File: config.mk
export PLATFORM = sky130hd
export DESIGN_NAME = lsq_top
export DESIGN_NICKNAME = d
export VERILOG_FILES = /design/src/design/lsq_pkg.sv /design/src/design/lsq_dispatch.sv /design/src/design/load_queue.sv /design/src/design/store_queue.sv /design/src/design/mem_arbiter.sv /design/src/design/lsq_top.sv
export SDC_FILE = /design/constraint.sdc
export NUM_CORES = 2
export LEC_CHECK = 0
export BUFFER_PORTS_ARGS = -buffer_cell sky130_fd_sc_hd__buf_2
export CAP_MARGIN = 40
export CELL_PAD_IN_SITES_DETAIL_PLACEMENT = 1
export CELL_PAD_IN_SITES_GLOBAL_PLACEMENT = 1
export CORE_MARGIN = 2
export CORE_UTILIZATION = 40
export CTS_CLUSTER_DIAMETER = 120
export DETAILED_ROUTE_END_ITERATION = 10
export PLACE_DENSITY = 0.64
export SLEW_MARGIN = 25
export SYNTH_ARGS = -nofsm -noshare
export SYNTH_HDL_FRONTEND = slang
export SYNTH_SLANG_ARGS = --single-unit
File: constraint.sdc
create_clock -name clock -period 14.6 [get_ports clock]
set_clock_uncertainty 0.1 [all_clocks]
set_input_delay 2.92 -clock clock [delete_from_list [all_inputs] [get_ports clock]]
set_output_delay 2.92 -clock clock [all_outputs]
set_load 0.03 [all_outputs]
File: src/design/lsq_pkg.sv
//////////////////////////////////////////////////////////////////////
// Sizes, opcodes and bus structs shared by the load/store unit.
// Modules import it inside their body and use scoped names in ports.
//////////////////////////////////////////////////////////////////////

package lsq_pkg;

	localparam int data_width    = 64;	// Address and data word
	localparam int tag_width     = 6;	// 64 physical registers
	localparam int rob_idx_width = 5;
	localparam int queue_depth   = 8;	// Entries per queue, power of two
	localparam int age_width     = 5;	// Unique across both queues in flight
	localparam int ptr_width     = $clog2(queue_depth);
	localparam int count_width   = ptr_width + 1;

	localparam logic [5:0] op_ldq = 6'h29;
	localparam logic [5:0] op_stq = 6'h2d;
	localparam logic [5:0] op_lda = 6'h08;

	typedef enum logic [1:0] {
		mem_none,
		mem_load,
		mem_store,
		mem_lda
	} mem_op_t;

	typedef enum logic [1:0] {
		cmd_none,
		cmd_load,
		cmd_store
	} mem_command_t;

	// Value is only meaningful once ready, until then tag names the producer
	typedef struct packed {
		logic                  ready;
		logic [data_width-1:0] value;
		logic [tag_width-1:0]  tag;
	} operand_t;

	typedef struct packed {
		logic                     valid;
		logic [5:0]               opcode;
		logic [rob_idx_width-1:0] rob_idx;
		logic [tag_width-1:0]     dest_tag;
		operand_t                 base;
		logic [data_width-1:0]    displacement;
		operand_t                 data;	// Store data
	} dispatch_t;

	typedef struct packed {
		mem_op_t                  mem_op;
		logic [age_width-1:0]     age;
		logic [rob_idx_width-1:0] rob_idx;
		logic [tag_width-1:0]     dest_tag;
		operand_t                 base;
		logic [data_width-1:0]    displacement;
		operand_t                 data;
	} queued_t;

	typedef struct packed {
		logic                  valid;
		logic [tag_width-1:0]  tag;
		logic [data_width-1:0] value;
	} broadcast_t;

	typedef struct packed {
		logic                     valid;
		logic [rob_idx_width-1:0] rob_idx;
	} commit_t;

	typedef struct packed {
		logic                  valid;
		logic [data_width-1:0] address;
		logic [age_width-1:0]  age;
		logic [tag_width-1:0]  dest_tag;
	} load_head_t;

	// Pending marks a non-empty queue, age is then valid even before the store is ready
	typedef struct packed {
		logic                  valid;
		logic                  pending;
		logic [data_width-1:0] address;
		logic [data_width-1:0] data;
		logic [age_width-1:0]  age;
	} store_head_t;

	typedef struct packed {
		mem_command_t          command;
		logic [data_width-1:0] address;
		logic [data_width-1:0] data;
	} mem_request_t;

	typedef struct packed {
		logic                  valid;
		logic [data_width-1:0] data;
	} mem_response_t;

	// Age a was handed out before age b, wrap-around safe
	function automatic logic is_older(
		input logic [age_width-1:0] a,
		input logic [age_width-1:0] b
	);
		logic [age_width-1:0] diff;
		diff = a - b;
		return diff[age_width-1];
	endfunction

	// Operand after a broadcast with a matching tag
	function automatic operand_t wakeup(input operand_t operand, input broadcast_t broadcast);
		operand_t woken;
		woken = operand;
		if (broadcast.valid && !operand.ready && operand.tag == broadcast.tag) begin
			woken.ready = 1'b1;
			woken.value = broadcast.value;
		end
		return woken;
	endfunction

endpackage

File: src/design/lsq_dispatch.sv
//////////////////////////////////////////////////////////////////////
// Front of the load/store unit. Decodes each dispatched instruction,
// stamps memory ops with an age and answers load-address directly.
//////////////////////////////////////////////////////////////////////

`timescale 1ns/1ps

module lsq_dispatch (
	input  logic                clock,
	input  logic                reset,
	input  lsq_pkg::dispatch_t  dispatch,
	output lsq_pkg::queued_t    entry,
	output lsq_pkg::broadcast_t lda_result
);
	import lsq_pkg::*;

	mem_op_t               mem_op;
	logic [age_width-1:0]  age;	// Age of the next load or store
	logic                  lda_valid;
	logic [tag_width-1:0]  lda_tag;
	logic [data_width-1:0] lda_value;

	always_comb begin
		mem_op = mem_none;
		if (dispatch.valid) begin
			case (dispatch.opcode)
				op_ldq:  mem_op = mem_load;
				op_stq:  mem_op = mem_store;
				op_lda:  mem_op = mem_lda;
				default: mem_op = mem_none;	// Not a memory op
			endcase
		end
	end

	assign entry = '{
		mem_op:       mem_op,
		age:          age,
		rob_idx:      dispatch.rob_idx,
		dest_tag:     dispatch.dest_tag,
		base:         dispatch.base,
		displacement: dispatch.displacement,
		data:         dispatch.data
	};

	always_ff @(posedge clock) begin
		if (reset) begin
			age <= '0;
		end else if (mem_op == mem_load || mem_op == mem_store) begin
			age <= age + 1'b1;
		end
	end

	// Load-address needs no memory, base arrives ready from rename
	always_ff @(posedge clock) begin
		if (reset) begin
			lda_valid <= 1'b0;
		end else begin
			lda_valid <= (mem_op == mem_lda);
		end
	end

	always_ff @(posedge clock) begin
		if (mem_op == mem_lda) begin
			lda_tag   <= dispatch.dest_tag;
			lda_value <= dispatch.base.value + dispatch.displacement;
		end
	end

	assign lda_result = '{valid: lda_valid, tag: lda_tag, value: lda_value};

endmodule

File: src/design/load_queue.sv
//////////////////////////////////////////////////////////////////////
// Program-order ring of pending loads. Base operands are woken up from
// the broadcast bus; the oldest load is offered once its base is ready.
//////////////////////////////////////////////////////////////////////

`timescale 1ns/1ps

module load_queue (
	input  logic                clock,
	input  logic                reset,
	input  logic                flush,
	input  lsq_pkg::queued_t    entry,
	input  lsq_pkg::broadcast_t broadcast,
	input  logic                pop,
	output lsq_pkg::load_head_t head,
	output logic                full
);
	import lsq_pkg::*;

	operand_t               base [queue_depth];
	logic [data_width-1:0]  displacement [queue_depth];
	logic [age_width-1:0]   age [queue_depth];
	logic [tag_width-1:0]   dest_tag [queue_depth];

	logic [ptr_width-1:0]   head_ptr;	// Oldest load
	logic [ptr_width-1:0]   tail_ptr;	// Next free slot
	logic [count_width-1:0] count;
	logic                   push;

	assign full = (count == count_width'(queue_depth));
	assign push = (entry.mem_op == mem_load) && !full;	// Dropped when full

	//////////////////////////////////////////////////////////////////////
	// Pointers and occupancy
	//////////////////////////////////////////////////////////////////////

	always_ff @(posedge clock) begin
		if (reset || flush) begin
			head_ptr <= '0;
			tail_ptr <= '0;
			count    <= '0;
		end else begin
			if (push) begin
				tail_ptr <= tail_ptr + 1'b1;	// Wraps at queue_depth
			end
			if (pop) begin
				head_ptr <= head_ptr + 1'b1;
			end
			count <= count + count_width'(push) - count_width'(pop);
		end
	end

	//////////////////////////////////////////////////////////////////////
	// Entry storage with wakeup
	//////////////////////////////////////////////////////////////////////

	always_ff @(posedge clock) begin
		for (int i = 0; i < queue_depth; i++) begin
			base[i] <= wakeup(base[i], broadcast);
		end
		// New entry catches a broadcast of the same cycle
		if (push) begin
			base[tail_ptr]         <= wakeup(entry.base, broadcast);
			displacement[tail_ptr] <= entry.displacement;
			age[tail_ptr]          <= entry.age;
			dest_tag[tail_ptr]     <= entry.dest_tag;
		end
	end

	always_comb begin
		head.valid    = (count != '0) && base[head_ptr].ready;
		head.address  = base[head_ptr].value + displacement[head_ptr];
		head.age      = age[head_ptr];
		head.dest_tag = dest_tag[head_ptr];
	end

endmodule

File: src/design/store_queue.sv
//////////////////////////////////////////////////////////////////////
// Program-order ring of pending stores. Base and data wake up apart,
// a commit marks the store; the head is offered when both are set.
//////////////////////////////////////////////////////////////////////

`timescale 1ns/1ps

module store_queue (
	input  logic                 clock,
	input  logic                 reset,
	input  logic                 flush,
	input  lsq_pkg::queued_t     entry,
	input  lsq_pkg::broadcast_t  broadcast,
	input  lsq_pkg::commit_t     commit,
	input  logic                 pop,
	output lsq_pkg::store_head_t head,
	output logic                 full
);
	import lsq_pkg::*;

	operand_t                 base [queue_depth];
	operand_t                 store_data [queue_depth];
	logic [data_width-1:0]    displacement [queue_depth];
	logic [age_width-1:0]     age [queue_depth];
	logic [rob_idx_width-1:0] rob_idx [queue_depth];
	logic [queue_depth-1:0]   committed;

	logic [queue_depth-1:0]   live;	// Slot holds a store
	logic [ptr_width-1:0]     head_ptr;
	logic [ptr_width-1:0]     tail_ptr;
	logic [count_width-1:0]   count;
	logic                     push;

	assign full = (count == count_width'(queue_depth));
	assign push = (entry.mem_op == mem_store) && !full;

	//////////////////////////////////////////////////////////////////////
	// Pointers and occupancy
	//////////////////////////////////////////////////////////////////////

	always_ff @(posedge clock) begin
		if (reset || flush) begin
			head_ptr <= '0;
			tail_ptr <= '0;
			count    <= '0;
			live     <= '0;
		end else begin
			if (push) begin
				tail_ptr       <= tail_ptr + 1'b1;
				live[tail_ptr] <= 1'b1;
			end
			if (pop) begin
				head_ptr       <= head_ptr + 1'b1;
				live[head_ptr] <= 1'b0;
			end
			count <= count + count_width'(push) - count_width'(pop);
		end
	end

	//////////////////////////////////////////////////////////////////////
	// Entry storage, wakeup and commit marking
	//////////////////////////////////////////////////////////////////////

	always_ff @(posedge clock) begin
		for (int i = 0; i < queue_depth; i++) begin
			base[i]       <= wakeup(base[i], broadcast);
			store_data[i] <= wakeup(store_data[i], broadcast);
			if (commit.valid && live[i] && rob_idx[i] == commit.rob_idx) begin
				committed[i] <= 1'b1;
			end
		end
		if (push) begin
			base[tail_ptr]         <= wakeup(entry.base, broadcast);
			store_data[tail_ptr]   <= wakeup(entry.data, broadcast);
			displacement[tail_ptr] <= entry.displacement;
			age[tail_ptr]          <= entry.age;
			rob_idx[tail_ptr]      <= entry.rob_idx;
			committed[tail_ptr]    <= 1'b0;	// Commit comes later
		end
	end

	always_comb begin
		head.pending = live[head_ptr];	// Blocks younger loads even when not ready
		head.valid   = live[head_ptr] && base[head_ptr].ready
			&& store_data[head_ptr].ready && committed[head_ptr];
		head.address = base[head_ptr].value + displacement[head_ptr];
		head.data    = store_data[head_ptr].value;
		head.age     = age[head_ptr];
	end

endmodule

File: src/design/mem_arbiter.sv
//////////////////////////////////////////////////////////////////////
// Picks one memory request per cycle from the two queue heads,
// keeps the single outstanding load and returns its data as a result.
//////////////////////////////////////////////////////////////////////

`timescale 1ns/1ps

module mem_arbiter (
	input  logic                   clock,
	input  logic                   reset,
	input  logic                   flush,
	input  lsq_pkg::load_head_t    load_head,
	input  lsq_pkg::store_head_t   store_head,
	input  lsq_pkg::mem_response_t mem_response,
	output lsq_pkg::mem_request_t  mem_request,
	output logic                   load_pop,
	output logic                   store_pop,
	output lsq_pkg::broadcast_t    load_result
);
	import lsq_pkg::*;

	logic                  outstanding;	// A load waits for memory
	logic                  squashed;	// Its response gets dropped
	logic [tag_width-1:0]  pending_tag;
	logic                  store_ahead;
	logic                  load_go;
	logic                  response_taken;
	logic                  result_valid;
	logic [tag_width-1:0]  result_tag;
	logic [data_width-1:0] result_value;

	// An older store, ready or not, holds the load back
	assign store_ahead    = store_head.pending && !is_older(load_head.age, store_head.age);
	assign load_go        = load_head.valid && !outstanding && !flush && !store_ahead;
	assign load_pop       = load_go;
	assign store_pop      = !load_go && store_head.valid;
	assign response_taken = mem_response.valid && outstanding;

	always_comb begin
		mem_request.command = cmd_none;
		mem_request.address = '0;
		mem_request.data    = '0;
		if (load_go) begin
			mem_request.command = cmd_load;
			mem_request.address = load_head.address;
		end else if (store_pop) begin
			mem_request.command = cmd_store;
			mem_request.address = store_head.address;
			mem_request.data    = store_head.data;
		end
	end

	//////////////////////////////////////////////////////////////////////
	// Outstanding load tracking
	//////////////////////////////////////////////////////////////////////

	always_ff @(posedge clock) begin
		if (reset) begin
			outstanding  <= 1'b0;
			squashed     <= 1'b0;
			result_valid <= 1'b0;
		end else begin
			result_valid <= 1'b0;
			if (load_go) begin
				outstanding <= 1'b1;
			end else if (response_taken) begin
				outstanding  <= 1'b0;
				squashed     <= 1'b0;
				result_valid <= !squashed && !flush;
			end else if (flush) begin
				squashed <= outstanding;	// Still wait for the response, then drop it
			end
		end
	end

	always_ff @(posedge clock) begin
		if (load_go) begin
			pending_tag <= load_head.dest_tag;
		end
		if (response_taken) begin
			result_tag   <= pending_tag;
			result_value <= mem_response.data;
		end
	end

	assign load_result = '{valid: result_valid, tag: result_tag, value: result_value};

endmodule

File: src/design/lsq_top.sv
//////////////////////////////////////////////////////////////////////
// Load/store unit top. Dispatch feeds both queues side by side,
// the arbiter merges their heads onto the memory bus.
//////////////////////////////////////////////////////////////////////

`timescale 1ns/1ps

module lsq_top (
	input  logic                   clock,
	input  logic                   reset,
	input  lsq_pkg::dispatch_t     dispatch,
	input  lsq_pkg::broadcast_t    broadcast,
	input  lsq_pkg::commit_t       commit,
	input  logic                   mispredict,
	input  lsq_pkg::mem_response_t mem_response,
	output lsq_pkg::broadcast_t    lda_result,
	output lsq_pkg::broadcast_t    load_result,
	output lsq_pkg::mem_request_t  mem_request,
	output logic                   load_queue_full,
	output logic                   store_queue_full
);
	import lsq_pkg::*;

	queued_t     entry;
	load_head_t  load_head;
	store_head_t store_head;
	logic        load_pop;
	logic        store_pop;

	lsq_dispatch u_dispatch (
		.clock      (clock),
		.reset      (reset),
		.dispatch   (dispatch),
		.entry      (entry),
		.lda_result (lda_result)
	);

	load_queue u_load_queue (
		.clock     (clock),
		.reset     (reset),
		.flush     (mispredict),
		.entry     (entry),
		.broadcast (broadcast),
		.pop       (load_pop),
		.head      (load_head),
		.full      (load_queue_full)
	);

	store_queue u_store_queue (
		.clock     (clock),
		.reset     (reset),
		.flush     (mispredict),
		.entry     (entry),
		.broadcast (broadcast),
		.commit    (commit),
		.pop       (store_pop),
		.head      (store_head),
		.full      (store_queue_full)
	);

	mem_arbiter u_mem_arbiter (
		.clock        (clock),
		.reset        (reset),
		.flush        (mispredict),
		.load_head    (load_head),
		.store_head   (store_head),
		.mem_response (mem_response),
		.mem_request  (mem_request),
		.load_pop     (load_pop),
		.store_pop    (store_pop),
		.load_result  (load_result)
	);

endmodule

* After elaboration in Yosys (flattened, before gate mapping)
Memories as Yosys holds them, arrays and structs flattened. A register that Yosys moved wholly into a read port is not among the register bits.
Cells that the tools add are included.
** Cells by class
- Add/sub/neg operators :: 13
- $lt $le $gt $ge :: 4
- Eq/ne operators :: 42
- Mux-type cells :: 76
- Bitwise logic cells :: 7
- Reductions and logical operators :: 124
** Operators with widths (number)
- 2-to-1 mux 65 bit :: 29
- adder 64 bit :: 3
- equality test 6 bit :: 26
- 2-to-1 mux 130 bit :: 1
- logical AND 1 bit :: 83
- 2-to-1 mux 66 bit :: 1
- 2-to-1 mux 64 bit :: 1
- 2-to-1 mux 3 bit :: 14
- equality test 5 bit :: 8
- logical NOT 1 bit :: 34
- 2-to-1 mux 8 bit :: 4
- 2-to-1 mux 1 bit :: 20
- bitwise AND 8 bit :: 2
- inverter 8 bit :: 2
- adder 3 x 1 -> 3 bit (second input constant) :: 4
- equality test 6 bit (second input constant) :: 2
- adder 4 x 1 -> 4 bit :: 2
- equality test 4 bit (second input constant) :: 2
- less-than comparator 3 x 4 -> 1 bit (second input constant) :: 2
- bitwise OR 8 bit :: 1
- subtractor 4 x 1 -> 4 bit :: 2
- binary-select mux 1 bit (select 3 bit) :: 2
- demux 1 bit (select 3 bit) :: 2
- equality test 6 x 4 -> 1 bit (second input constant) :: 1
- other kinds (13) :: 18
** Word-level totals
- Register bits after elaboration :: 185
- RAM bits :: 2896
- Word-level logic and storage cells :: 292
- Memories :: 9
** Memory list
- u_load_queue.base :: words 8, bits a word 71, rd ports 9, clocked after memory_dff 1, wr ports 9, RTL line load_queue.sv:20 : operand_t base [queue_depth];
- u_store_queue.base :: words 8, bits a word 71, rd ports 9, clocked after memory_dff 1, wr ports 9, RTL line store_queue.sv:21 : operand_t base [queue_depth];
- u_store_queue.store_data :: words 8, bits a word 71, rd ports 9, clocked after memory_dff 1, wr ports 9, RTL line store_queue.sv:22 : operand_t store_data [queue_depth];
- u_load_queue.displacement :: words 8, bits a word 64, rd ports 1, clocked after memory_dff 1, wr ports 1, RTL line load_queue.sv:21 : logic [data_width-1:0] displacement [queue_depth];
- u_store_queue.displacement :: words 8, bits a word 64, rd ports 1, clocked after memory_dff 1, wr ports 1, RTL line store_queue.sv:23 : logic [data_width-1:0] displacement [queue_depth];
- u_load_queue.dest_tag :: words 8, bits a word 6, rd ports 1, clocked after memory_dff 1, wr ports 1, RTL line load_queue.sv:23 : logic [tag_width-1:0] dest_tag [queue_depth];
- 3 more memories

* Logic depth before layout (Yosys ltp)
- Depth in word-level cells :: 9
- Gate-level depth with buffers :: 22

* By module
Synthesis repeated with hierarchy kept, for this count alone.
** Second synthesis, totals
- Cell total of the unflattened synthesis :: 8857
- Area total of the unflattened synthesis :: 149662.3 µm²
** By module, submodules not included
- store_queue :: instances 1, cells each 4621, area each 83116.0 µm², seq. area each 52470.3 µm²
- load_queue :: instances 1, cells each 2970, area each 54410.9 µm², seq. area each 35333.9 µm²
- lsq_dispatch :: instances 1, cells each 854, area each 7922.6 µm², seq. area each 2222.1 µm²
- mem_arbiter :: instances 1, cells each 412, area each 4212.8 µm², seq. area each 2342.2 µm²

* Worst setup path before layout
Ideal clock, no wire load.
- Path kind :: input to register
- From :: input broadcast[64] in the netlist's numbering
- To :: memory u_load_queue.base[3][10] in the netlist's numbering (enable)
- Arrival :: 10.669 ns
- Data required time :: 13.834 ns
- Slack :: 3.165 ns
- Stages on the path :: 6
- Buffers on the path :: 2
- Cells stage by stage :: clkbuf_1 clkbuf_1 xor2_1 nor3b_1 nand3_1 o41ai_1
** RTL lines
- from (decl) :: RTL line lsq_top.sv:12 : input lsq_pkg::broadcast_t broadcast,
- to (decl) :: RTL line load_queue.sv:20

==> results.md <==
- Status: finished clean
- Req. time, crit path: 11.58 ns
- Critical-path top delay cell: o21ai_0
- Routed wl met3: 41200 microns
- Number of global-route vias before repair: 96000
- Syn nets: 10400
- Drc violations: 0
- Sw power: 0.00432 W
- Metal1 wirelength: 210000 microns
- GR Util All Layers: 27.9%
- Crit-path max FO: 80
- DR vias: 93800
- Metal2 WL: 248000 microns
- Number of enable flip-flop cells after synthesis: 3042
- Worst-case clock buffer depth: 4
- CP Launch Type: register
- Largest net degree at the start of global routing: 129
- Slew @ Worst Pin: 1.20 ns
- Core area: 362000 sq um
- Total Routed Length: 523000 microns
- Initial antenna violation count: 53
- I/O pin cnt: 643
- Dpl cell area: 155000 sq um
- Delay of the slowest cell on the worst path: 0.86 ns
- RSZ-0062 raised after global routing: false
- GP Congestion: 0.944
- Initial core utilization: 40.1%
- Ys async rst share: 0%
- Num Clock Sinks: 3093
- Hold slack: 0.325 ns
- Layout cell share with drive strength beyond 1: 28.3%
- Mapped Cells: 9780
- Post-synthesis compound-gate area fraction: 7.22%
- Setup TNS: 0 ns
- Total clock buffers created by CTS: 344
- Max IR drop VDD: 0.0979 mV
- Main combinational cell family by area after synthesis: multiplexers
- Yosys top cell by area: edfxtp_1
- Mux cell area share after synthesis: 17.5%
- Clock Power Share: 44.5%
- Clock Latency Late Sink: 0.96 ns
- Drt via density: 6.10
- Layout area overhead: 14.5%
- Top FF cell, synth: edfxtp_1
- Congestion Overflow GR: 0
- Setup Viol. Count Final: 0
- First-pass GRT wire length: 730000 microns
- Die Ht: 607 microns
- Post-Syn Area: 145000 sq um
- Post-Place Worst Slack: 4.44 ns
- Max-cap violations: 0
- Logic pwr share: 4.7%
- Switching Fraction: 22.4%
- Die area: 368000 sq um
- DRT iter0 DRCs: 10500
- Wire length per cell: 34.0 microns
- Detailed Routing Iterations Pass 1: 8
- Final Hold Viols: 0
- Flip-flop and latch count after synthesis: 3093
- Top-count cell post-synth: edfxtp_1
- Reg clk slew, reported paths: 0.06 ns
- Total power: 0.0193 W
- Highest routed layer: met5
- Fmax: 0.0883 GHz
- Post-synthesis sequential area ratio: 63.6%
- H-tree Lvls: 5
- Synth cell types: 96
- Post-synthesis xor/xnor area fraction: 2.28%
- Post-synth top area share: 62.9%
- Post-synthesis simple-gate area fraction: 5.21%
- Worst path cell trace: buf_12 > buf_4 > mux4_2 > mux2_2 > ha_1 > a21oi_1 > nor2_1 > a211oi_1 > nand2_1 > o2111ai_1 > buf_4 > a31oi_1 > o21ai_0 > a211oi_1 > o21a_1 > o32ai_1 > buf_2
- Final Net Count: 10900
- CTS tree: built
- CP Capture Type: output port
- Antenna-violating nets left: 0
- Hold Buf Count CTS: 0
- Final WS setup: 3.27 ns
- Post-synth top cells: edfxtp_1, mux2_2, nand2_1
- Setup Fix Bufs, Post-CTS: 0
- Hold/Removal Path Class: register to register
- Die Span X: 607 microns
- Mean Syn Cell Area: 14.9 sq um
- Port-buffer cells: 642
- Area contributors post-synth: edfxtp_1, mux4_2, mux2_2, o21ai_0, a21oi_1
- CP arrival: 8.31 ns
- Part of the power in registers: 50.7%
- Root Buffer: clkbuf_16
- Lkg Pwr: 56.0 nW
- PwrDens: 116 nW/um^2
- Hpwl dp: 335000 microns
- Int Pwr: 0.0150 W
- Synth Area in Adders: 1.89%
- Num rows: 221
- Synth warn: 0
- Final Cycle Share: 77.6%
- Clock period minus worst slack: 11.33 ns
- Final Max Slew Viols: 0
- Post-route design area: 166000 sq um
- Rel. slew slack: 20.0%
- Post-cts sizing count: 0
- Worst Setup Path Type: register to output port
final cells by class:
cell class | count | area (sq um)
Antenna cell | 14 | 35.0
Clock buffer | 428 | 9100
Clock inverter | 201 | 1780
Fill cell | 35500 | 196000
Inverter | 85 | 385
Multi-Input combinational cell | 5810 | 50000
Sequential cell | 3093 | 92400
Tap cell | 4794 | 6000
Timing Repair Buffer | 957 | 6700
state kept, by name (all words and copies together), names as in the netlist, 4 cells and up, named ones only:
register,cells
u_load_queue.base,568
u_store_queue.displacement,512
u_dispatch.lda_tag,6
u_mem_arbiter.pending_tag,6
u_store_queue.base,568
u_load_queue.dest_tag,48
u_store_queue.committed,8
u_store_queue.count,4
u_dispatch.age,5
u_mem_arbiter.result_value,64
u_mem_arbiter.result_tag,6
u_store_queue.rob_idx,40
u_store_queue.age,40
u_load_queue.count,4
u_store_queue.store_data,568
u_dispatch.lda_value,64
u_load_queue.displacement,512
u_store_queue.live,8
u_load_queue.age,40
metrics by stage:
stage	utilization [%]	std cells
floorplan	-	9780
global placement	42.5	14600
detailed placement	42.9	14700
CTS	45.9	15300
global route	46.0	15400
finish	46.0	15400
cell usage in the layout (no fill, tap or decap), drive strengths merged, types with 24 or more instances in the layout:
| master | instances |
|---|---|
| a31oi | 37 |
| o211ai | 24 |
| nand4 | 41 |
| o21ai | 742 |
| and3 | 24 |
| nor3b | 29 |
| mux2 | 774 |
| buf | 955 |
| nand3 | 88 |
| clkbuf | 430 |
| o21bai | 35 |
| mux2i | 142 |
| clkinv | 163 |
| mux4 | 677 |
| inv | 96 |
| a21o | 129 |
| nor2 | 658 |
| o22ai | 31 |
| bufinv | 26 |
| a21oi | 649 |
| dfxtp | 51 |
| nor3 | 34 |
| a211oi | 33 |
| edfxtp | 3042 |
| xnor2 | 183 |
| or3 | 27 |
| nand2 | 767 |
| ha | 211 |
| xor2 | 196 |
worst max-delay path: cells and delay by family, from the launching register on:
kind | cells | cell delay [ns]
buffers and inverters | 4 | 1.69
AO/OA/AOI/OAI | 8 | 3.44
AND/OR/NAND/NOR | 2 | 0.38
flip-flops | 1 | 0.56
multiplexers | 2 | 0.86
adder cells (fa/ha/maj) | 1 | 0.22
worst paths after layout:
path	startpoint	endpoint	slack, ns	cells after the start
worst max-delay path	register	mem_request[120]	3.27	17
worst max register to register	register	u_load_queue.count[2]$_SDFF_PP0_	7.69	19
worst min register to register	u_mem_arbiter.pending_tag[4]$_DFFE_PN_	u_mem_arbiter.result_tag[4]$_DFFE_PP_	0.32	0
worst min-delay path	u_mem_arbiter.pending_tag[4]$_DFFE_PN_	u_mem_arbiter.result_tag[4]$_DFFE_PP_	0.32	0
power groups by stage:
| stage | clock (W) | sequential, W | combinational [W] |
|---|---|---|---|
| 6_report | 0.00860 | 0.00979 | 0.000910 |
| 5_1_grt | 0.00900 | 0.00979 | 0.000988 |
| 4_1_cts | 0.00871 | 0.00979 | 0.000899 |
| 3_5_place_dp | 0 | 0.00998 | 0.000892 |
| 3_3_place_gp | 0 | 0.00998 | 0.000837 |
| 2_1_floorplan | 0 | 0.00999 | 0.000496 |
metal layers:
| metal | up-vias | GRT usage (%) |
|---|---|---|
| met4 | 34 | 11.5 |
| met1 | 49700 | 37.5 |
| met3 | 882 | 4.05 |
| met5 | - | 0 |
| li1 | 38900 | - |
| met2 | 4324 | 45.5 |
cells by family after synthesis:
group,after synthesis
compound gates,1839
xor+xnor,379
fa+ha+maj,216
buf+inv,877
flops,3093
mux,1593
simple gates,1783
(Power assumes the default switching activity.)
